### src/cpu_pkg.sv
`default_nettype none

package cpu_pkg;

    localparam int data_w = 8;
    localparam int addr_w = 16;

    typedef logic [data_w-1:0] data_t;
    typedef logic [addr_w-1:0] addr_t;

    // bit 5 of the status register is wired high
    localparam data_t status_reset = 8'b0010_0000;

    // t1 fetch, t2 first operand, t3 second operand or branch, t0 memory cycle
    typedef enum logic [1:0] {t0, t1, t2, t3} t_state_e;

    typedef enum logic [2:0] {
        cls_implied,
        cls_imm,
        cls_zp_read,
        cls_zp_store,
        cls_abs_store,
        cls_jump,
        cls_branch
    } op_class_e;

    typedef enum logic [2:0] {
        alu_pass,
        alu_adc,
        alu_sbc,
        alu_and,
        alu_or,
        alu_eor,
        alu_inc,
        alu_dec
    } alu_op_e;

    typedef enum logic [1:0] {addr_pc, addr_data, addr_zero, addr_hold} addr_src_e;

    typedef enum logic [2:0] {sel_none, sel_a, sel_x, sel_y, sel_mem} reg_sel_e;

    typedef enum logic [2:0] {flag_c = 3'd0, flag_z = 3'd1, flag_v = 3'd6, flag_n = 3'd7} flag_e;

    typedef struct packed {
        op_class_e cls;
        alu_op_e   alu_op;
        reg_sel_e  src;
        reg_sel_e  dst;
        logic      upd_nz;
        logic      upd_c;
        logic      upd_v;
        logic      set_c;
        logic      clr_c;
        flag_e     br_flag;
        logic      br_pol;
    } decoded_t;

endpackage

`default_nettype wire

### src/cpu_ctrl_if.sv
`timescale 1ns/1ns
`default_nettype none

interface cpu_ctrl_if;
    import cpu_pkg::*;

    addr_src_e adl_src;
    addr_src_e adh_src;
    logic      inc_pc;
    logic      jump;
    logic      load_ir;
    logic      exec;
    logic      write_mem;
    // pc plus signed operand, taken branches only
    logic      branch_add;

    modport ctrl (output adl_src, adh_src, inc_pc, jump, load_ir, exec, write_mem, branch_add);

    modport path (input adl_src, adh_src, inc_pc, jump, load_ir, exec, write_mem, branch_add);

endinterface

`default_nettype wire

### src/cpu_alu.sv
`timescale 1ns/1ns
`default_nettype none

module cpu_alu (
    input  cpu_pkg::alu_op_e op_i,
    input  cpu_pkg::data_t   a_i,
    input  cpu_pkg::data_t   b_i,
    input  logic             carry_i,
    output cpu_pkg::data_t   result_o,
    output logic             carry_o,
    output logic             overflow_o
);
    import cpu_pkg::*;

    logic [data_w:0] sum;
    data_t           operand_b;
    logic            carry_in;

    always_comb begin
        // subtract is add of the complement, carry acts as not-borrow
        // inc and dec share the adder with fixed operands
        case (op_i)
            alu_sbc: begin
                operand_b = ~b_i;
                carry_in = carry_i;
            end
            alu_inc: begin
                operand_b = '0;
                carry_in = 1'b1;
            end
            alu_dec: begin
                operand_b = '1;
                carry_in = 1'b0;
            end
            default: begin
                operand_b = b_i;
                carry_in = carry_i;
            end
        endcase
        sum = {1'b0, a_i} + {1'b0, operand_b} + {{data_w{1'b0}}, carry_in};
        carry_o = sum[data_w];
        // same operand signs but result sign differs
        overflow_o = (a_i[data_w-1] == operand_b[data_w-1]) &&
                     (sum[data_w-1] != a_i[data_w-1]);
        case (op_i)
            alu_adc, alu_sbc, alu_inc, alu_dec: result_o = sum[data_w-1:0];
            alu_and:          result_o = a_i & b_i;
            alu_or:           result_o = a_i | b_i;
            alu_eor:          result_o = a_i ^ b_i;
            default:          result_o = a_i;
        endcase
    end

    always_comb begin
        if (op_i == alu_inc) begin
            assert (result_o == data_t'(a_i + data_t'(1)));
        end
    end

endmodule

`default_nettype wire

### src/cpu_core.sv
`timescale 1ns/1ns
`default_nettype none

module cpu_core #(
    parameter cpu_pkg::addr_t reset_addr = 16'h0200
) (
    input  logic           clk,
    input  logic           rst,
    input  cpu_pkg::data_t data_i,
    output cpu_pkg::addr_t addr_o,
    output cpu_pkg::data_t data_o,
    output logic           rw_o,
    output logic           sync_o
);
    import cpu_pkg::*;

    decoded_t dec;
    data_t    opcode;
    logic     take_branch;

    cpu_ctrl_if ctrl_if ();

    cpu_timing timing_inst (
        .clk           (clk),
        .rst           (rst),
        .dec_i         (dec),
        .take_branch_i (take_branch),
        .ctrl          (ctrl_if.ctrl),
        .sync_o        (sync_o)
    );

    cpu_decode decode_inst (
        .opcode_i (opcode),
        .dec_o    (dec)
    );

    cpu_datapath #(
        .reset_addr (reset_addr)
    ) datapath_inst (
        .clk           (clk),
        .rst           (rst),
        .data_i        (data_i),
        .dec_i         (dec),
        .ctrl          (ctrl_if.path),
        .opcode_o      (opcode),
        .take_branch_o (take_branch),
        .addr_o        (addr_o),
        .data_o        (data_o),
        .rw_o          (rw_o)
    );

endmodule

`default_nettype wire

### src/cpu_datapath.sv
`timescale 1ns/1ns
`default_nettype none

module cpu_datapath #(
    parameter cpu_pkg::addr_t reset_addr = 16'h0200
) (
    input  logic              clk,
    input  logic              rst,
    input  cpu_pkg::data_t    data_i,
    input  cpu_pkg::decoded_t dec_i,
    cpu_ctrl_if.path          ctrl,
    output cpu_pkg::data_t    opcode_o,
    output logic              take_branch_o,
    output cpu_pkg::addr_t    addr_o,
    output cpu_pkg::data_t    data_o,
    output logic              rw_o
);
    import cpu_pkg::*;

    addr_t pc_reg;
    addr_t pc_next;
    data_t ir_reg;
    data_t operand;
    data_t a_reg;
    data_t x_reg;
    data_t y_reg;
    data_t p_reg;
    data_t src_val;
    data_t alu_result;
    data_t adl;
    data_t adh;
    logic  alu_carry;
    logic  alu_overflow;

    always_comb begin
        case (dec_i.src)
            sel_a:   src_val = a_reg;
            sel_x:   src_val = x_reg;
            sel_y:   src_val = y_reg;
            sel_mem: src_val = data_i;
            default: src_val = '0;
        endcase
    end

    cpu_alu alu_inst (
        .op_i       (dec_i.alu_op),
        .a_i        (src_val),
        .b_i        (data_i),
        .carry_i    (p_reg[flag_c]),
        .result_o   (alu_result),
        .carry_o    (alu_carry),
        .overflow_o (alu_overflow)
    );

    assign take_branch_o = (p_reg[dec_i.br_flag] == dec_i.br_pol);
    assign opcode_o = ir_reg;

    // address bytes, the pc source is the already advanced pc
    always_comb begin
        pc_next = pc_reg;
        if (ctrl.branch_add) begin
            pc_next = pc_reg + {{(addr_w - data_w){operand[data_w-1]}}, operand};
        end else if (ctrl.inc_pc) begin
            pc_next = pc_reg + addr_t'(1);
        end
        case (ctrl.adl_src)
            addr_data: adl = data_i;
            addr_zero: adl = '0;
            addr_hold: adl = operand;
            default:   adl = pc_next[data_w-1:0];
        endcase
        case (ctrl.adh_src)
            addr_data: adh = data_i;
            addr_zero: adh = '0;
            addr_hold: adh = operand;
            default:   adh = pc_next[addr_w-1:data_w];
        endcase
    end

    always_ff @(posedge clk) begin
        if (rst) begin
            pc_reg <= reset_addr;
            addr_o <= '0;
            ir_reg <= '0;
            rw_o <= 1'b1;
            data_o <= '0;
            p_reg <= status_reset;
        end else begin
            pc_reg <= ctrl.jump ? {adh, adl} : pc_next;
            addr_o <= {adh, adl};
            rw_o <= !ctrl.write_mem;
            if (ctrl.load_ir) begin
                ir_reg <= data_i;
            end
            if (ctrl.write_mem) begin
                data_o <= src_val;
            end
            if (ctrl.exec) begin
                if (dec_i.upd_nz) begin
                    p_reg[flag_z] <= (alu_result == '0);
                    p_reg[flag_n] <= alu_result[data_w-1];
                end
                if (dec_i.upd_c) begin
                    p_reg[flag_c] <= alu_carry;
                end
                if (dec_i.upd_v) begin
                    p_reg[flag_v] <= alu_overflow;
                end
                if (dec_i.set_c) begin
                    p_reg[flag_c] <= 1'b1;
                end
                if (dec_i.clr_c) begin
                    p_reg[flag_c] <= 1'b0;
                end
            end
        end
    end

    // operand latch follows the bus every cycle
    always_ff @(posedge clk) begin
        operand <= data_i;
        if (ctrl.exec) begin
            case (dec_i.dst)
                sel_a:   a_reg <= alu_result;
                sel_x:   x_reg <= alu_result;
                sel_y:   y_reg <= alu_result;
                default: begin
                end
            endcase
        end
    end

    a_status_bit5: assert property (@(posedge clk) disable iff (rst)
        (p_reg & status_reset) == status_reset);

endmodule

`default_nettype wire

### src/cpu_decode.sv
`timescale 1ns/1ns
`default_nettype none

module cpu_decode (
    input  cpu_pkg::data_t    opcode_i,
    output cpu_pkg::decoded_t dec_o
);
    import cpu_pkg::*;

    alu_op_e  grp1_op;
    logic     grp1_ok;
    reg_sel_e xy_sel;

    always_comb begin
        // aaa field of the cc=01 group
        grp1_ok = 1'b1;
        case (opcode_i[7:5])
            3'b000:  grp1_op = alu_or;
            3'b001:  grp1_op = alu_and;
            3'b010:  grp1_op = alu_eor;
            3'b011:  grp1_op = alu_adc;
            3'b111:  grp1_op = alu_sbc;
            default: begin
                // 101 is LDA, STA and CMP are not reads here
                grp1_op = alu_pass;
                grp1_ok = (opcode_i[7:5] == 3'b101);
            end
        endcase
        xy_sel = opcode_i[1] ? sel_x : sel_y;

        dec_o.cls = cls_implied;
        dec_o.alu_op = alu_pass;
        dec_o.src = sel_none;
        dec_o.dst = sel_none;
        dec_o.upd_nz = 1'b0;
        dec_o.upd_c = 1'b0;
        dec_o.upd_v = 1'b0;
        dec_o.set_c = 1'b0;
        dec_o.clr_c = 1'b0;
        dec_o.br_flag = flag_c;
        dec_o.br_pol = 1'b0;

        if (opcode_i ==? 8'b100_0?1_01) begin
            // STA zp / abs
            dec_o.cls = opcode_i[3] ? cls_abs_store : cls_zp_store;
            dec_o.src = sel_a;
        end else if (opcode_i ==? 8'b100_0?1_?0) begin
            // STX / STY zp / abs
            dec_o.cls = opcode_i[3] ? cls_abs_store : cls_zp_store;
            dec_o.src = xy_sel;
        end else if (opcode_i ==? 8'b101_00?_?0) begin
            // LDX / LDY imm / zp
            dec_o.cls = opcode_i[2] ? cls_zp_read : cls_imm;
            dec_o.src = sel_mem;
            dec_o.dst = xy_sel;
            dec_o.upd_nz = 1'b1;
        end else if (grp1_ok && (opcode_i ==? 8'b???_0??_01) && (opcode_i[3] != opcode_i[2])) begin
            // bbb 001 zp, 010 imm
            dec_o.cls = opcode_i[3] ? cls_imm : cls_zp_read;
            dec_o.alu_op = grp1_op;
            dec_o.src = (grp1_op == alu_pass) ? sel_mem : sel_a;
            dec_o.dst = sel_a;
            dec_o.upd_nz = 1'b1;
            dec_o.upd_c = (grp1_op == alu_adc) || (grp1_op == alu_sbc);
            dec_o.upd_v = (grp1_op == alu_adc) || (grp1_op == alu_sbc);
        end else if (opcode_i ==? 8'b1??_100_00) begin
            // bit 6 picks z or c, bit 5 the polarity
            dec_o.cls = cls_branch;
            dec_o.br_flag = opcode_i[6] ? flag_z : flag_c;
            dec_o.br_pol = opcode_i[5];
        end else if (opcode_i == 8'h4c) begin
            dec_o.cls = cls_jump;
        end else if (opcode_i ==? 8'b00?_110_00) begin
            // CLC / SEC
            dec_o.set_c = opcode_i[5];
            dec_o.clr_c = !opcode_i[5];
        end else if ((opcode_i ==? 8'b11?_010_00) || (opcode_i == 8'hca) ||
                     (opcode_i == 8'h88)) begin
            // INY C8, INX E8, DEX CA, DEY 88
            dec_o.alu_op = (opcode_i[6] && !opcode_i[1]) ? alu_inc : alu_dec;
            dec_o.src = (opcode_i[5] || opcode_i[1]) ? sel_x : sel_y;
            dec_o.dst = (opcode_i[5] || opcode_i[1]) ? sel_x : sel_y;
            dec_o.upd_nz = 1'b1;
        end
    end

endmodule

`default_nettype wire

### src/cpu_timing.sv
`timescale 1ns/1ns
`default_nettype none

module cpu_timing (
    input  logic              clk,
    input  logic              rst,
    input  cpu_pkg::decoded_t dec_i,
    input  logic              take_branch_i,
    cpu_ctrl_if.ctrl          ctrl,
    output logic              sync_o
);
    import cpu_pkg::*;

    t_state_e state;
    t_state_e state_next;

    // reset parks in t0 so the first free edge loads the fetch address
    always_ff @(posedge clk) begin
        if (rst) begin
            state <= t0;
        end else begin
            state <= state_next;
        end
    end

    always_comb begin
        state_next = t1;
        sync_o = 1'b0;
        ctrl.adl_src = addr_pc;
        ctrl.adh_src = addr_pc;
        ctrl.inc_pc = 1'b0;
        ctrl.jump = 1'b0;
        ctrl.load_ir = 1'b0;
        ctrl.exec = 1'b0;
        ctrl.write_mem = 1'b0;
        ctrl.branch_add = 1'b0;

        case (state)
            t1: begin
                // opcode on the bus, decode sees it next cycle
                sync_o = 1'b1;
                ctrl.load_ir = 1'b1;
                ctrl.inc_pc = 1'b1;
                state_next = t2;
            end
            t2: begin
                case (dec_i.cls)
                    cls_imm: begin
                        ctrl.exec = 1'b1;
                        ctrl.inc_pc = 1'b1;
                    end
                    cls_zp_read, cls_zp_store: begin
                        ctrl.inc_pc = 1'b1;
                        ctrl.adl_src = addr_data;
                        ctrl.adh_src = addr_zero;
                        ctrl.write_mem = (dec_i.cls == cls_zp_store);
                        state_next = t0;
                    end
                    cls_abs_store, cls_jump: begin
                        ctrl.inc_pc = 1'b1;
                        state_next = t3;
                    end
                    cls_branch: begin
                        ctrl.inc_pc = 1'b1;
                        if (take_branch_i) begin
                            state_next = t3;
                        end
                    end
                    default: begin
                        // implied and unknown opcodes
                        ctrl.exec = 1'b1;
                    end
                endcase
            end
            t3: begin
                case (dec_i.cls)
                    cls_abs_store: begin
                        ctrl.adl_src = addr_hold;
                        ctrl.adh_src = addr_data;
                        ctrl.inc_pc = 1'b1;
                        ctrl.write_mem = 1'b1;
                        state_next = t0;
                    end
                    cls_jump: begin
                        ctrl.adl_src = addr_hold;
                        ctrl.adh_src = addr_data;
                        ctrl.jump = 1'b1;
                    end
                    cls_branch: begin
                        ctrl.branch_add = 1'b1;
                    end
                    default: begin
                    end
                endcase
            end
            t0: begin
                // memory byte of a zero-page read is on data_i now
                ctrl.exec = (dec_i.cls == cls_zp_read);
            end
        endcase
    end

    a_no_write_in_fetch: assert property (@(posedge clk) disable iff (rst)
        (state == t1) |-> !ctrl.write_mem);

    // the cycle after a write strobe is the write itself, never a fetch
    a_sync_not_after_write: assert property (@(posedge clk) disable iff (rst)
        ctrl.write_mem |=> !sync_o);

endmodule

`default_nettype wire

### config.mk
export PLATFORM = sky130hd
export DESIGN_NAME = cpu_core
export DESIGN_NICKNAME = d
export VERILOG_FILES = /design/src/cpu_pkg.sv /design/src/cpu_ctrl_if.sv /design/src/cpu_alu.sv /design/src/cpu_core.sv /design/src/cpu_datapath.sv /design/src/cpu_decode.sv /design/src/cpu_timing.sv
export SDC_FILE = /design/constraint.sdc
export NUM_CORES = 1
export LEC_CHECK = 0
export BUFFER_PORTS_ARGS = -buffer_cell sky130_fd_sc_hd__buf_2
export CORE_MARGIN = 3
export CORE_UTILIZATION = 63
export DETAILED_ROUTE_END_ITERATION = 10
export MAX_ROUTING_LAYER = met4
export PLACE_DENSITY = 0.93
export SETUP_SLACK_MARGIN = 0.05
export SYNTH_ARGS = -nofsm -noshare
export SYNTH_HDL_FRONTEND = slang
export SYNTH_HIERARCHICAL = 1
export SYNTH_SLANG_ARGS = --single-unit
### constraint.sdc
create_clock -name clk -period 5.1 [get_ports clk]
set_input_delay 0.51 -clock clk [delete_from_list [all_inputs] [get_ports clk]]
set_output_delay 0.51 -clock clk [all_outputs]
set_load 0.005 [all_outputs]
### After elaboration in Yosys (flattened, before gate mapping)

Index checks and enable logic that the tools add are counted.

| word-level totals | value |
|---|---|
| register bits after elaboration | 87 |
| latch bits | 0 |
| bits in writable memories | 0 |
| memory bits (read-only) | 0 |
| bits of input ports | 10 |
| output and inout port bits | 26 |
| memories kept | 0 |

| operators by class | value |
|---|---|
| add/sub/neg operators | 4 |
| multipliers | 0 |
| divide/modulo/power cells | 0 |
| magnitude comparators | 1 |
| equality and inequality tests | 50 |
| shifts and indexed selects | 0 |
| muxes and demuxes | 71 |
| bitwise operators | 4 |
| reductions and logical operators | 28 |

Operators with widths:

| cell | number |
|---|---|
| $pmux W8 S3 | 3 |
| $pmux W8 S4 | 2 |
| $mux W16 | 3 |
| $mux W10 | 4 |
| $mux W3 | 12 |
| $eq A3 B2 Y1 const B | 11 |
| $eq A3 B3 Y1 const B | 10 |
| $mux W12 | 2 |
| $eq A3 B1 Y1 const B | 7 |
| $mux W1 | 21 |
| $eq A6 B6 Y1 const B | 3 |
| $mux W2 | 9 |
| $add A16 B1 Y16 const B | 1 |
| $add A16 B16 Y16 | 1 |
| $eq A8 B8 Y1 const B | 2 |
| $pmux W3 S5 | 1 |
| $eq A7 B7 Y1 const B | 2 |
| $mux W13 | 1 |
| $eq A2 B2 Y1 const B | 6 |
| $pmux W2 S3 | 2 |
| $reduce_and A2 Y1 | 6 |
| $reduce_or A5 Y1 | 2 |
| $add A8 B8 Y9 | 1 |
| $add A9 B1 Y9 | 1 |
| 28 further kinds | 45 |

### Longest topological paths before layout

| logic depth | value |
|---|---|
| word-level depth | 19 |
| depth in mapped cells | 22 |
| depth with buffers taken out | 20 |

### Modules after synthesis

Netlist, hierarchy kept.

Modules (own cells, without submodules):

| module | instances | cells each | area each (µm²) | seq. area each (µm²) |
|---|---|---|---|---|
| cpu_datapath | 1 | 493 | 4634.4 | 1941.9 |
| cpu_alu | 1 | 170 | 1171.1 | 0.0 |
| cpu_decode | 1 | 70 | 480.5 | 0.0 |
| cpu_timing | 1 | 35 | 270.3 | 40.0 |

### Worst setup path after synthesis

Ideal clock, no wire load.

| timing path | value |
|---|---|
| path type | register to register |
| start point | register datapath_inst.ir_reg[2] (netlist: datapath_inst/opcode_o[2]) |
| end point | register datapath_inst.p_reg[1] |
| library setup time | 71 ps |
| data arrival time | 4269 ps |
| data required time | 5029 ps |
| slack | 761 ps |
| stages on the path, launching flop included | 22 |
| buffers on the path | 2 |
| period minus slack after synthesis | 4339 ps |
| cell sequence | dfxtp_1 > inv_1 > ha_1 > nor2b_1 > o2111ai_1 > o31ai_1 > clkbuf_1 > nor2b_1 > clkbuf_1 > a22oi_1 > o22ai_1 > fa_1 > inv_1 > fa_1 > inv_1 > a21o_2 > a21oi_1 > and3b_1 > o32a_1 > nor4_1 > nand4_1 > a21oi_1 |

RTL lines:

| item | RTL line | text |
|---|---|---|
| start, declared | cpu_datapath.sv:22 | `data_t ir_reg;` |
| start signal, assigned | cpu_datapath.sv:93 | `ir_reg <= data_i;` |
| end signal, assigned | cpu_datapath.sv:87 | `p_reg <= status_reset;` |
| end signal, assigned by index | cpu_datapath.sv:100 | `p_reg[flag_z] <= (alu_result == '0);` |
| end signal, assigned by index | cpu_datapath.sv:101 | `p_reg[flag_n] <= alu_result[data_w-1];` |
| end, declared | cpu_datapath.sv:27 | `data_t p_reg;` |

==> metrics.csv <==
metric,value,unit
power_frac_comb,0.165,
final_nets,836,
finalMaxSlewViolations,0,
num_vias,6096,
dpl.hpwl,12890,um
report.final.hold_viol_count,0,
synthDistinctLibCells,88,
crit_required,5.41,ns
ff_latch_area,0.001982,mm2
grt_usage,0.3141,
clk_pin_slew_worst_paths,0.09,ns
htreeDepth,3,
grt_max_degree,49,
numClockSinks,87,
crit_slowest_cell,fa_1,
syn_to_final_growth,6.107,%
yosys_warnings,6,
gp_congestion,0.9928,
crit_fanout,6,
diodes,0,
crit_top_cell,inv_1,
stdcell_area,0.006957,mm2
post_drt_wl_per_cell,19.05,um
die_y,108.0,um
ys.flop_type,dfxtp_1,
die_area,0.01167,mm2
crit_path_start_kind,flip-flop,
grt_pass1_vias,5669,
layout_common_cells,"nor2_1 (72), dfxtp_1 (63), nand2_1 (54)",
final_util,0.6988,
post_cts_buffers,0,
dr.pass1.iters,7,
period_minus_slack,4.716,ns
fin_ws,0.3835,ns
cts_root_buffer,clkbuf_8,
seq_power_share,0.514,
synth_seq_cells,87,
grt-ovfl-total,0,
mostFrequentLayoutCell,nor2_1,
critPathTopFamily,compound AO/OA/AOI/OAI gates,
intPower,1025,uW
grt_first_pass_wirelength,28310,um
ys_seq_area_frac,0.3023,
worstPathArrival,5.03,ns
worst_pin_slew,1.152,ns
initial_core_util,0.6586,
synth-edff-count,24,
crit_path_end_kind,flip-flop,
fp.dieW,108.0,um
drc,0,
clk_latency,0.38,ns
powerDensity,209.2,mW/mm2
io_pins,36,
row_count,36,
tns,0,ns
drtIter0Drc,549,
post_dp_cell_area,0.006751,mm2
hold_buffers,0,
totalWireLength,17510,um
synth-async-reset-ratio,0,
clockBufferDepth,2,
antenna_found_initial,0,
port_buffers,35,
switching_power,430.7,uW
crit_type,flip-flop to flip-flop,
hp-class,input port to flip-flop,
cts_resized,0,
drv_cap,0,
setup_viol,0,
multiInputGateArea,0.004160,mm2
place_ws,0.4808,ns
drt-vias-per-instance,6.633,
drive_above_1_share,0.1387,
cts_buffers,9,
status,"complete, no violations",
power.share.clock,0.322,
power.leakage,0.002743,uW
vdd_drop_max,0.2860,mV
finalCritPeriodShare,0.9248,
syn_area_per_cell,8.537,um2
crit_buf_inv,4,
cts_tree,done,
critPathMaxStageDelay,0.49,ns
core_area,0.009955,mm2
slew_headroom,0.2306,
netSwitchingFraction,0.2959,
rsz0062_at_grt,no,
path_cells,"inv_1, ha_1, nor2b_1, o2111ai_1, o31ai_1, nor2b_1, buf_4, a22oi_1, o22ai_1, inv_1, fa_1, inv_1, a21o_2, a21oi_1, and3b_1, o32a_1, nor4_1, nand4_1, a21oi_1",
fillCellCount,800,
finalClockSkew,0.01346,ns
fmax,212.0,MHz
netlist_area,0.006556,mm2
ant_nets,0,
synth_cells,768,
==> cells in the mapped netlist, drive strengths merged, types with 5 or more instances <==
master	number	share of area
nor4	5	0.0048
or3	11	0.010
clkbuf	28	0.016
a21o	8	0.0094
a22oi	15	0.017
edfxtp	24	0.11
o22a	8	0.011
and2	8	0.0078
xor2	11	0.015
nand2	54	0.031
a211oi	8	0.011
nand2b	12	0.011
o21ai	38	0.029
o221ai	8	0.011
mux2	13	0.022
a31oi	10	0.010
o22ai	15	0.014
a32oi	5	0.0067
o21a	5	0.0057
xnor2	18	0.024
mux2i	31	0.047
dfxtp	63	0.19
nand4	14	0.016
inv	39	0.022
nor2	74	0.044
and3	11	0.010
nand3	13	0.0099
buf	25	0.030
nor3	19	0.015
a21oi	50	0.039
nor2b	9	0.0090
ha	42	0.080
==> final timing paths <==
kind | slack, ns | cells after the start | to | startpoint
max | 0.38 | 19 | datapath_inst/p_reg[1] | datapath_inst/opcode_o[2]
min reg2reg | 0.48 | 2 | datapath_inst/p_reg[7] | datapath_inst/p_reg[7]
max reg2reg | 0.38 | 19 | datapath_inst/p_reg[1] | datapath_inst/opcode_o[2]
min | 0.37 | 1 | datapath_inst/operand[6] | data_i[6]
==> area by class of cell <==
class | count | area share
Clock inverter | 5 | 0.005755
Timing Repair Buffer | 53 | 0.04460
Clock buffer | 11 | 0.02176
Inverter | 39 | 0.02104
Sequential cell | 87 | 0.2849
Tap cell | 133 | 0.02392
Multi-Input combinational cell | 591 | 0.5980
==> per-layer routing <==
layer  vias to the layer above  track usage  share of wire
met2                       336       0.4871           0.46
met3                        48      0.06985          0.092
met4                         0      0.09288          0.025
met1                      2868       0.4141           0.42
li1                       2844            -              -
met5                         -            -              0
==> power by group through the flow <==
stage | clock [uW] | sequential [uW] | combinational (uW)
4_1_cts | 473 | 747 | 232
2_1_floorplan | 0 | 751 | 180
3_3_place_gp | 0 | 762 | 222
5_1_grt | 500 | 750 | 262
3_5_place_dp | 0 | 763 | 231
6_report | 468 | 748 | 240
==> metrics by stage <==
stage	std cells	total power, uW	hold WS, ns
after detailed placement	903	993.2	0.4554
after floorplan	770	931.6	0.4332
after CTS	919	1452	0.3497
after global placement	903	983.7	0.4486
final	919	1455	0.3697
after global routing	919	1513	0.3493
==> cells by family after synthesis <==
| family | synth area share |
|---|---|
| compound gates | 0.2248 |
| xor+xnor | 0.03874 |
| fa+ha+maj | 0.08931 |
| buf+inv | 0.06794 |
| flops | 0.3023 |
| mux | 0.06966 |
| other cells | 0.0005720 |
| simple gates | 0.2067 |
Power figures use the tool's default switching activity.
